[config.mk]
export PLATFORM = sky130hd
export DESIGN_NAME = vending_machine
export DESIGN_NICKNAME = d
export VERILOG_FILES = /design/src/rtl/vend_pkg.sv /design/src/rtl/vending_machine.sv /design/src/rtl/change_dispenser.sv /design/src/rtl/product_stock.sv /design/src/rtl/coin_acceptor.sv
export VERILOG_INCLUDE_DIRS = /design/src /design/src/rtl
export SDC_FILE = /design/constraint.sdc
export NUM_CORES = 1
export LEC_CHECK = 0
export BUFFER_PORTS_ARGS = -buffer_cell sky130_fd_sc_hd__buf_2
export CELL_PAD_IN_SITES_DETAIL_PLACEMENT = 1
export CELL_PAD_IN_SITES_GLOBAL_PLACEMENT = 2
export CORE_ASPECT_RATIO = 2
export CORE_MARGIN = 2
export CORE_UTILIZATION = 36
export DETAILED_ROUTE_END_ITERATION = 6
export PLACE_DENSITY = 0.71
export SLEW_MARGIN = 40
export SYNTH_ARGS = -nofsm -noshare
export SYNTH_HDL_FRONTEND = slang
export SYNTH_HIERARCHICAL = 1
export SYNTH_SLANG_ARGS = --single-unit
[constraint.sdc]
create_clock -name can -period 9.78 [get_ports can]
set_input_delay 0.978 -clock can [delete_from_list [all_inputs] [get_ports can]]
set_output_delay 0.978 -clock can [all_outputs]
set_load 0.1 [all_outputs]
[src/rtl/vend_config.svh]
`ifndef VEND_CONFIG_SVH
`define VEND_CONFIG_SVH

// Datapath widths
`define VEND_CREDIT_W    8
`define VEND_COUNT_W     5

`define VEND_CREDIT_MAX  150

// Product prices
`define VEND_PRICE_0     15
`define VEND_PRICE_1     35
`define VEND_PRICE_2     50
`define VEND_PRICE_3     70

// Coin values
`define VEND_COIN_VAL_5  5
`define VEND_COIN_VAL_10 10
`define VEND_COIN_VAL_20 20
`define VEND_COIN_VAL_50 50

// Machine contents after reset
`define VEND_STOCK_INIT  3
`define VEND_INV_INIT    3

`endif
[src/rtl/vend_pkg.sv]
`include "vend_config.svh"

package vend_pkg;

	// Denomination index, also the bit position in coin_in and return_coin
	typedef enum logic [1:0]
	{
		COIN_5  = 2'd0,
		COIN_10 = 2'd1,
		COIN_20 = 2'd2,
		COIN_50 = 2'd3
	} coin_e;

	typedef enum logic [1:0]
	{
		DISP_IDLE   = 2'd0,
		DISP_CHANGE = 2'd1,
		DISP_REFUND = 2'd2
	} disp_state_e;

	// Money amounts, credit and change
	typedef logic [`VEND_CREDIT_W-1:0] credit_t;

	// Coin and stock counts, saturating
	typedef logic [`VEND_COUNT_W-1:0] count_t;

endpackage

[src/rtl/vending_machine.sv]
`timescale 1ns/1ps
`include "vend_config.svh"

module vending_machine
	import vend_pkg::*;
(
	input  logic       can,
	input  logic       reset,
	input  logic [3:0] coin_in,
	input  logic [3:0] select,
	input  logic       cancel,
	output credit_t    credit,
	output logic [3:0] deliver,
	output logic [3:0] sold_out,
	output logic [3:0] return_coin,
	output logic       busy,
	output logic       change_short
);

	count_t  ins_5;
	count_t  ins_10;
	count_t  ins_20;
	count_t  ins_50;
	logic    refund;
	logic    sale;
	credit_t change_due;

	coin_acceptor coin_acceptor_i (
		.can    (can),
		.reset  (reset),
		.coin_in(coin_in),
		.cancel (cancel),
		.busy   (busy),
		.sale   (sale),
		.credit (credit),
		.ins_5  (ins_5),
		.ins_10 (ins_10),
		.ins_20 (ins_20),
		.ins_50 (ins_50),
		.refund (refund)
	);

	product_stock product_stock_i (
		.can       (can),
		.reset     (reset),
		.select    (select),
		.credit    (credit),
		.busy      (busy),
		.deliver   (deliver),
		.sale      (sale),
		.change_due(change_due),
		.sold_out  (sold_out)
	);

	change_dispenser change_dispenser_i (
		.can         (can),
		.reset       (reset),
		.sale        (sale),
		.refund      (refund),
		.change_due  (change_due),
		.ins_5       (ins_5),
		.ins_10      (ins_10),
		.ins_20      (ins_20),
		.ins_50      (ins_50),
		.return_coin (return_coin),
		.busy        (busy),
		.change_short(change_short)
	);

endmodule

[src/rtl/change_dispenser.sv]
`timescale 1ns/1ps
`include "vend_config.svh"

module change_dispenser
	import vend_pkg::*;
(
	input  logic       can,
	input  logic       reset,
	input  logic       sale,
	input  logic       refund,
	input  credit_t    change_due,
	input  count_t     ins_5,
	input  count_t     ins_10,
	input  count_t     ins_20,
	input  count_t     ins_50,
	output logic [3:0] return_coin,
	output logic       busy,
	output logic       change_short
);

	localparam credit_t coin_val [4] = '{
		credit_t'(`VEND_COIN_VAL_5),
		credit_t'(`VEND_COIN_VAL_10),
		credit_t'(`VEND_COIN_VAL_20),
		credit_t'(`VEND_COIN_VAL_50)
	};

	disp_state_e state;
	credit_t     remain;
	count_t      inv [4];
	count_t      rf_cnt [4];
	count_t      ins [4];
	logic        pick_ok;
	coin_e       pick;
	logic        rf_ok;
	coin_e       rf_pick;
	logic [2:0]  rf_nz;
	logic        refund_more;

	function automatic count_t sat_add(count_t a, count_t b);
		logic [`VEND_COUNT_W:0] s;
		s = {1'b0, a} + {1'b0, b};
		return s[`VEND_COUNT_W] ? '1 : s[`VEND_COUNT_W-1:0];
	endfunction

	assign ins[COIN_5]  = ins_5;
	assign ins[COIN_10] = ins_10;
	assign ins[COIN_20] = ins_20;
	assign ins[COIN_50] = ins_50;

	// Greedy pick of the largest coin held that still fits
	always_comb
	begin
		pick_ok = 1'b0;
		pick    = COIN_5;
		for (int i = 0; i < 4; i++)
		begin
			if (inv[i] != '0 && coin_val[i] <= remain)
			begin
				pick_ok = 1'b1;
				pick    = coin_e'(i);
			end
		end
	end

	// Refund order is smallest denomination first
	always_comb
	begin
		rf_ok   = 1'b0;
		rf_pick = COIN_50;
		rf_nz   = 3'd0;
		for (int i = 3; i >= 0; i--)
		begin
			if (rf_cnt[i] != '0)
			begin
				rf_ok   = 1'b1;
				rf_pick = coin_e'(i);
				rf_nz   = rf_nz + 3'd1;
			end
		end
		refund_more = (rf_nz > 3'd1) || (rf_cnt[rf_pick] > count_t'(1));
	end

	always_comb
	begin
		return_coin = 4'b0000;
		if (state == DISP_CHANGE && pick_ok)
			return_coin[pick] = 1'b1;
		else if (state == DISP_REFUND && rf_ok)
			return_coin[rf_pick] = 1'b1;
	end

	assign busy = (state != DISP_IDLE);

	//////////////////////////////
	// FSM and coin inventory
	//////////////////////////////

	always_ff @(posedge can or posedge reset)
	begin
		if (reset)
		begin
			state        <= DISP_IDLE;
			change_short <= 1'b0;
			inv          <= '{default: count_t'(`VEND_INV_INIT)};
		end
		else
		begin
			case (state)
				DISP_IDLE:
				begin
					if (refund)
					begin
						change_short <= 1'b0;
						state        <= DISP_REFUND;
					end
					else if (sale)
					begin
						change_short <= 1'b0;
						for (int i = 0; i < 4; i++)
							inv[i] <= sat_add(inv[i], ins[i]);
						if (change_due != '0)
							state <= DISP_CHANGE;
					end
				end
				DISP_CHANGE:
				begin
					if (pick_ok)
					begin
						inv[pick] <= inv[pick] - 1'b1;
						if (remain == coin_val[pick])
							state <= DISP_IDLE;
					end
					else
					begin
						// Change left but nothing fits
						change_short <= 1'b1;
						state        <= DISP_IDLE;
					end
				end
				DISP_REFUND:
				begin
					if (!refund_more)
						state <= DISP_IDLE;
				end
				default: state <= DISP_IDLE;
			endcase
		end
	end

	// Amount still owed is loaded while idle
	always_ff @(posedge can)
	begin
		if (state == DISP_IDLE)
		begin
			remain <= change_due;
			rf_cnt <= ins;
		end
		else if (state == DISP_CHANGE && pick_ok)
			remain <= remain - coin_val[pick];
		else if (state == DISP_REFUND && rf_ok)
			rf_cnt[rf_pick] <= rf_cnt[rf_pick] - 1'b1;
	end

	// Sale and refund only ever arrive one at a time into an idle dispenser
	assert property (@(posedge can) disable iff (reset)
		(sale || refund) |-> (state == DISP_IDLE) && !(sale && refund))
		else $error("sale %b refund %b in state %s", sale, refund, state.name());

endmodule

[src/rtl/product_stock.sv]
`timescale 1ns/1ps
`include "vend_config.svh"

module product_stock
	import vend_pkg::*;
(
	input  logic       can,
	input  logic       reset,
	input  logic [3:0] select,
	input  credit_t    credit,
	input  logic       busy,
	output logic [3:0] deliver,
	output logic       sale,
	output credit_t    change_due,
	output logic [3:0] sold_out
);

	count_t     stock [4];
	logic [1:0] sel_idx;
	logic       sel_valid;
	credit_t    price;
	logic       sel_ok;

	//////////////////////////////
	// Price lookup
	//////////////////////////////

	always_comb
	begin
		sel_idx   = 2'd0;
		sel_valid = 1'b1;
		price     = credit_t'(`VEND_PRICE_0);
		case (select)
			4'b0001: sel_idx = 2'd0;
			4'b0010:
			begin
				sel_idx = 2'd1;
				price   = credit_t'(`VEND_PRICE_1);
			end
			4'b0100:
			begin
				sel_idx = 2'd2;
				price   = credit_t'(`VEND_PRICE_2);
			end
			4'b1000:
			begin
				sel_idx = 2'd3;
				price   = credit_t'(`VEND_PRICE_3);
			end
			default: sel_valid = 1'b0;
		endcase
	end

	assign sel_ok = sel_valid && !busy && !sale && (stock[sel_idx] != '0) && (credit >= price);

	//////////////////////////////
	// Stock and sale
	//////////////////////////////

	always_ff @(posedge can or posedge reset)
	begin
		if (reset)
		begin
			stock   <= '{default: count_t'(`VEND_STOCK_INIT)};
			deliver <= 4'b0000;
			sale    <= 1'b0;
		end
		else
		begin
			deliver <= 4'b0000;
			sale    <= sel_ok;
			if (sel_ok)
			begin
				deliver[sel_idx] <= 1'b1;
				stock[sel_idx]   <= stock[sel_idx] - 1'b1;
			end
		end
	end

	always_ff @(posedge can)
	begin
		if (sel_ok)
			change_due <= credit - price;
	end

	always_comb
	begin
		for (int i = 0; i < 4; i++)
			sold_out[i] = (stock[i] == '0);
	end

	// A product flagged sold out before the sale is never delivered
	assert property (@(posedge can) disable iff (reset)
		(deliver != 4'b0000) |-> $onehot(deliver) && ((deliver & $past(sold_out)) == 4'b0000))
		else $error("deliver %b not one-hot or for a sold-out product", deliver);

endmodule

[src/rtl/coin_acceptor.sv]
`timescale 1ns/1ps
`include "vend_config.svh"

module coin_acceptor
	import vend_pkg::*;
(
	input  logic       can,
	input  logic       reset,
	input  logic [3:0] coin_in,
	input  logic       cancel,
	input  logic       busy,
	input  logic       sale,
	output credit_t    credit,
	output count_t     ins_5,
	output count_t     ins_10,
	output count_t     ins_20,
	output count_t     ins_50,
	output logic       refund
);

	logic                    idle;
	coin_e                   coin_idx;
	credit_t                 coin_val;
	logic [`VEND_CREDIT_W:0] credit_sum;
	logic                    coin_ok;
	logic                    cancel_ok;
	count_t                  ins_cnt [4];

	// Panel input only counts when nothing is in flight
	assign idle = !busy && !sale && !refund;

	always_comb
	begin
		coin_idx = COIN_5;
		coin_val = '0;
		case (coin_in)
			4'b0001:
			begin
				coin_idx = COIN_5;
				coin_val = credit_t'(`VEND_COIN_VAL_5);
			end
			4'b0010:
			begin
				coin_idx = COIN_10;
				coin_val = credit_t'(`VEND_COIN_VAL_10);
			end
			4'b0100:
			begin
				coin_idx = COIN_20;
				coin_val = credit_t'(`VEND_COIN_VAL_20);
			end
			4'b1000:
			begin
				coin_idx = COIN_50;
				coin_val = credit_t'(`VEND_COIN_VAL_50);
			end
			default: coin_val = '0;
		endcase
	end

	assign credit_sum = {1'b0, credit} + {1'b0, coin_val};

	// Cancel wins over a coin in the same cycle
	assign cancel_ok = idle && cancel && (credit != '0);
	assign coin_ok   = idle && !cancel && (coin_val != '0) && (credit_sum <= `VEND_CREDIT_MAX);

	always_ff @(posedge can or posedge reset)
	begin
		if (reset)
		begin
			credit  <= '0;
			refund  <= 1'b0;
			ins_cnt <= '{default: '0};
		end
		else
		begin
			refund <= cancel_ok;
			// Transaction ends, dispenser takes the counts this edge
			if (sale || refund)
			begin
				credit  <= '0;
				ins_cnt <= '{default: '0};
			end
			else if (coin_ok)
			begin
				credit <= credit_sum[`VEND_CREDIT_W-1:0];
				if (ins_cnt[coin_idx] != '1)
					ins_cnt[coin_idx] <= ins_cnt[coin_idx] + 1'b1;
			end
		end
	end

	assign ins_5  = ins_cnt[COIN_5];
	assign ins_10 = ins_cnt[COIN_10];
	assign ins_20 = ins_cnt[COIN_20];
	assign ins_50 = ins_cnt[COIN_50];

	assert property (@(posedge can) disable iff (reset) $onehot0(coin_in))
		else $error("coin_in is multi-hot: %b", coin_in);

endmodule

==> summary.md <==
The portion of netlist area occupied by mux cells was 0.05736. Across the routed clock network, the largest skew measured is 0.01047 ns. The first global-routing pass estimated 43.26 mm of wire. The max-slew violation count was 0. The tools report the all-layer global routing usage as 0.2483. Dividing the detail-routed wire length by the instance count gives 24.22 um. The clock transition at the registers of the reported paths works out to 0.06 ns. The tightest min-delay check is of the flip-flop to flip-flop type. Register-to-register setup slack: 6.05 ns.

Adder and majority cell fraction of the synthesized area: 0.09190. Setup repair after global routing left no endpoint under its margin. The tools report the count of hold buffers inserted by post-cts repair as 0.

The tools report the share of total power in the clock network as 0.186. The worst register-to-register path begins at change_dispenser_i/remain[1]$_DFFE_PP_. The simple-gate share of the synthesized area is 0.1684, and the per-cell via count in the routed design is 5.912.

The relative max-transition margin is 0.4797, and the number of sinks handled by clock tree synthesis is 113. The synthesized netlist occupies a cell area of 8114 um2. Counting every instance in the synthesized netlist gives 843. Proportion of total power due to net switching: 0.4894. Dividing total power by cell area gives a power density of 362.2 nW/um2.

In this run the number of cells on the critical path is 8. The logs give 0 ns for the setup TNS and 0.2270 mV for the peak ir drop on the vdd network. The worst hold path passes through 2 cells. Together, buffers and inverters on the worst path number 2. Measured along the x axis, the die boundary spans 110.2 um. At the end of routability-driven placement, the weighted congestion stood at 0.8771. The core region is 22160 um2.

The repair_antennas step left the layout with diodes totalling 0. The worst setup path is launched from a flip-flop. The share of flip-flops with an asynchronous set or reset was 0.6814; the transition time of the tightest slew-check pin was 0.7696 ns. The tools report the register area as 3028 um2. In the synthesized netlist the dominant register cell turns out to be sky130_fd_sc_hd__dfrtp_1.

Summing all multi-input logic gate instances after layout gives 4673 um2. The routed layout has 6870 vias. The signal on the critical path passes through o311ai_1 -> a2bb2oi_4 -> inv_2 -> nand3_1 -> nor2_2 -> nand2_1 -> o21ai_0 -> buf_2. The register bit count reported by yosys was 113; the post-CTS resize count was 0. The most common cell in the synthesized netlist is sky130_fd_sc_hd__nand2_1. The worst setup path is captured at an output pin. The number of failing setup endpoints in the final timing report is 0.

The cell sitting at the root of the clock tree is a sky130_fd_sc_hd__clkbuf_16. Among cell families on the critical path, the largest total delay comes from compound AO/OA/AOI/OAI gates. The sum of routed wire length over all layers was 28.15 mm.

The logs give 0.301 for the part of the power in registers and 3.981 nW for the static power due to leakage. The initial standard-cell utilization of the core is 0.3662. The biggest fanout along the worst timing path works out to 14. The tool flagged a number of max-cap violations equal to 0.

Following the worst setup path forward leads to its endpoint at return_coin[0]. For this run, design rule violations remaining after detail routing come to 0. Dividing the synthesized area by the synthesized cell count gives 9.625 um2.

Logic gate share of total power: 0.514. Sorting the synthesized cells by area gives the leading types as sky130_fd_sc_hd__dfrtp_1 (19%), sky130_fd_sc_hd__edfxtp_1 (13%), sky130_fd_sc_hd__ha_1 (7.7%). Data on the critical path arrives at its endpoint at 3.19 ns. For the final cell utilization of the core, the log shows 0.4101. The logs give 7648 for the via count of the first global-routing pass and 6 for the number of warnings printed during yosys synthesis. The share of the synthesized netlist area taken by xor and xnor gates came out at 0.03886. The area share of the largest cell type after synthesis was 0.1881. The run gives 22.44 mm as the half-perimeter wire length after placement. Pin count of the biggest net entering global routing: 30. After global routing the overflow that remains totals 0. In this run the power spent charging and discharging nets is 1.611 mW.

In this run the remaining antenna-violating nets after routing total 0. TritonCTS built the clock tree. After the last flow step, the layout net total stands at 940.

The peak per-stage delay on the critical path was 0.56 ns; the fraction of the mapped netlist area in compound gates was 0.2187. Of all cell types, the one taking the most synthesized area is sky130_fd_sc_hd__dfrtp_1. The most critical setup path has its startpoint at change_dispenser_i/remain[1]$_DFFE_PP_. The final hold violation count is 0.

Relative to the synthesized area, the layout overhead comes to 11.98%. The fraction of final layout cells sized beyond drive strength 1 came out at 0.1648. For this design, the slowest cell found on the critical path is sky130_fd_sc_hd__o311ai_1. Final hold analysis gives a worst-case slack of 0.4759 ns. For the number of antenna violations at the first check in global routing, the log shows 0.

The post-CTS setup-driven buffer insertion count came out at 0. The worst register-to-register path ends at change_dispenser_i/remain[7]$_DFFE_PP_. The die covers 23830 um2.

In this run, synthesis inferred 36 flip-flops with an integrated enable. The number of unique standard cell types used by synthesis is 96, and the share of the clock period used by the worst path after layout is 0.4263. The first detailed-routing pass ran for 4 iterations. The clock passes through at most 2 buffers. Buffers placed on the I/O ports in this run total 32. Counting every net in the synthesized netlist gives 910. The CTS buffer count was 17; the register area share after synthesis was 0.3732. After synthesis, the largest family of logic cells by area is compound AO/OA/AOI/OAI gates. The run finished with clean final reports.

The number of cells on the worst reg-to-reg path is 13. The final critical path time including I/O delays and setup was 4.169 ns. Y dimension of the die: 216.3 um. The logs give 2576 for the fill cell total of the finished layout and 77 for the cell row count.

The peak clock frequency supported by timing was 239.8 MHz. The number of ports placed on the die boundary is 33, and the initial DRC count is 241. The tools report the clock insertion delay at the later pin of the skew report as 0.43 ns. Class of the most critical setup path: flip-flop to output pin. The tools report the required time reported for the critical path endpoint as 8.80 ns.

For the number of H-tree levels, the log shows 4. In the synthesized netlist, the cells that appear most often are sky130_fd_sc_hd__nand2_1 (76), sky130_fd_sc_hd__inv_1 (68), sky130_fd_sc_hd__dfrtp_1 (61). The internal portion of the total power is 1.681 mW.
[metrics by stage]
| step | power, mW | instances | instance area, um2 | setup WS [ns] |
|---|---|---|---|---|
| 6_report | 3.291 | 1162 | 9086 | 5.611 |
| 2_1_floorplan | 2.119 | 843 | 8114 | 5.088 |
| 5_1_grt | 3.494 | 1162 | 9086 | 5.453 |
| 3_5_place_dp | 2.679 | 1130 | 8501 | 5.336 |
| 3_3_place_gp | 2.628 | 1130 | 8501 | 5.495 |
| 4_1_cts | 3.307 | 1162 | 9080 | 5.568 |
[sequential cells by signal, summed over array words and instances (netlist names), 8 cells and up]
signal,count
product_stock_i/stock,20
change_dispenser_i/inv,20
change_dispenser_i/remain,8
change_dispenser_i/rf_cnt,20
coin_acceptor_i/credit,8
product_stock_i/change_due,8
[power groups by stage]
stage / Clock, mW / Sequential (mW) / Combinational, mW
4_1_cts: 0.624 / 0.989 / 1.69
3_3_place_gp: 0 / 0.991 / 1.64
3_5_place_dp: 0 / 0.996 / 1.68
2_1_floorplan: 0 / 0.934 / 1.19
6_report: 0.611 / 0.989 / 1.69
5_1_grt: 0.640 / 1.01 / 1.85
[cell usage in the layout, fill, tap and decap left out, types with 14 or more instances in the layout]
master / netlist / routed
sky130_fd_sc_hd__a21o_1: 17 / 17
sky130_fd_sc_hd__ha_1: 50 / 50
sky130_fd_sc_hd__inv_1: 68 / 65
sky130_fd_sc_hd__mux2i_1: 27 / 27
sky130_fd_sc_hd__nand3_1: 21 / 21
sky130_fd_sc_hd__nor3_1: 14 / 14
sky130_fd_sc_hd__dfstp_2: 16 / 16
sky130_fd_sc_hd__clkbuf_16: 0 / 18
sky130_fd_sc_hd__nor2_1: 56 / 56
sky130_fd_sc_hd__edfxtp_1: 36 / 36
sky130_fd_sc_hd__dfrtp_1: 61 / 61
sky130_fd_sc_hd__a21oi_1: 53 / 53
sky130_fd_sc_hd__buf_2: 6 / 32
sky130_fd_sc_hd__o21ai_0: 54 / 54
sky130_fd_sc_hd__nand2_1: 76 / 76
sky130_fd_sc_hd__xnor2_1: 23 / 23
sky130_fd_sc_hd__mux2_2: 16 / 16
[worst min-delay path by stage]
stage / start / end / slack, ns
2_1_floorplan: product_stock_i/stock[1]$_DFFE_PP1P_ / product_stock_i/stock[1]$_DFFE_PP1P_ / 0.45
3_3_place_gp: product_stock_i/stock[1]$_DFFE_PP1P_ / product_stock_i/stock[1]$_DFFE_PP1P_ / 0.46
4_1_cts: product_stock_i/stock[11]$_DFFE_PP1P_ / product_stock_i/stock[11]$_DFFE_PP1P_ / 0.48
5_1_grt: product_stock_i/stock[11]$_DFFE_PP1P_ / product_stock_i/stock[11]$_DFFE_PP1P_ / 0.50
3_5_place_dp: product_stock_i/stock[1]$_DFFE_PP1P_ / product_stock_i/stock[1]$_DFFE_PP1P_ / 0.47
6_report: product_stock_i/stock[11]$_DFFE_PP1P_ / product_stock_i/stock[11]$_DFFE_PP1P_ / 0.48
[cell type report]
class / instances / area share
inverter: 70 / 0.02892
clock buffer: 24 / 0.05536
sequential: 113 / 0.3332
clock inverter: 8 / 0.008400
multi-input combinational: 634 / 0.5143
tap: 276 / 0.03801
timing repair buffer: 37 / 0.02176
[routing by layer]
layer | vias to the layer above | wire length, um | GRT usage
met4 | 0 | 1666 | 0.1467
met2 | 135 | 16530 | 0.4898
li1 | 3185 | - | -
met5 | - | 0 | 0
met3 | 72 | 562 | 0.03699
met1 | 3478 | 9381 | 0.2249
[logic make-up after synthesis]
family | count (synthesis)
AND/OR/NAND/NOR | 252
AO/OA/AOI/OAI | 246
flip-flops | 113
buffers and inverters | 96
adder cells (fa/ha/maj) | 56
multiplexers | 44
XOR/XNOR | 36
[tightest hold or removal path, stage by stage (launching register included)]
cell and delay [ns]:
sky130_fd_sc_hd__dfstp_2 0.37, sky130_fd_sc_hd__inv_1 0.05, sky130_fd_sc_hd__mux2i_1 0.05
(Power assumes the default switching activity.)
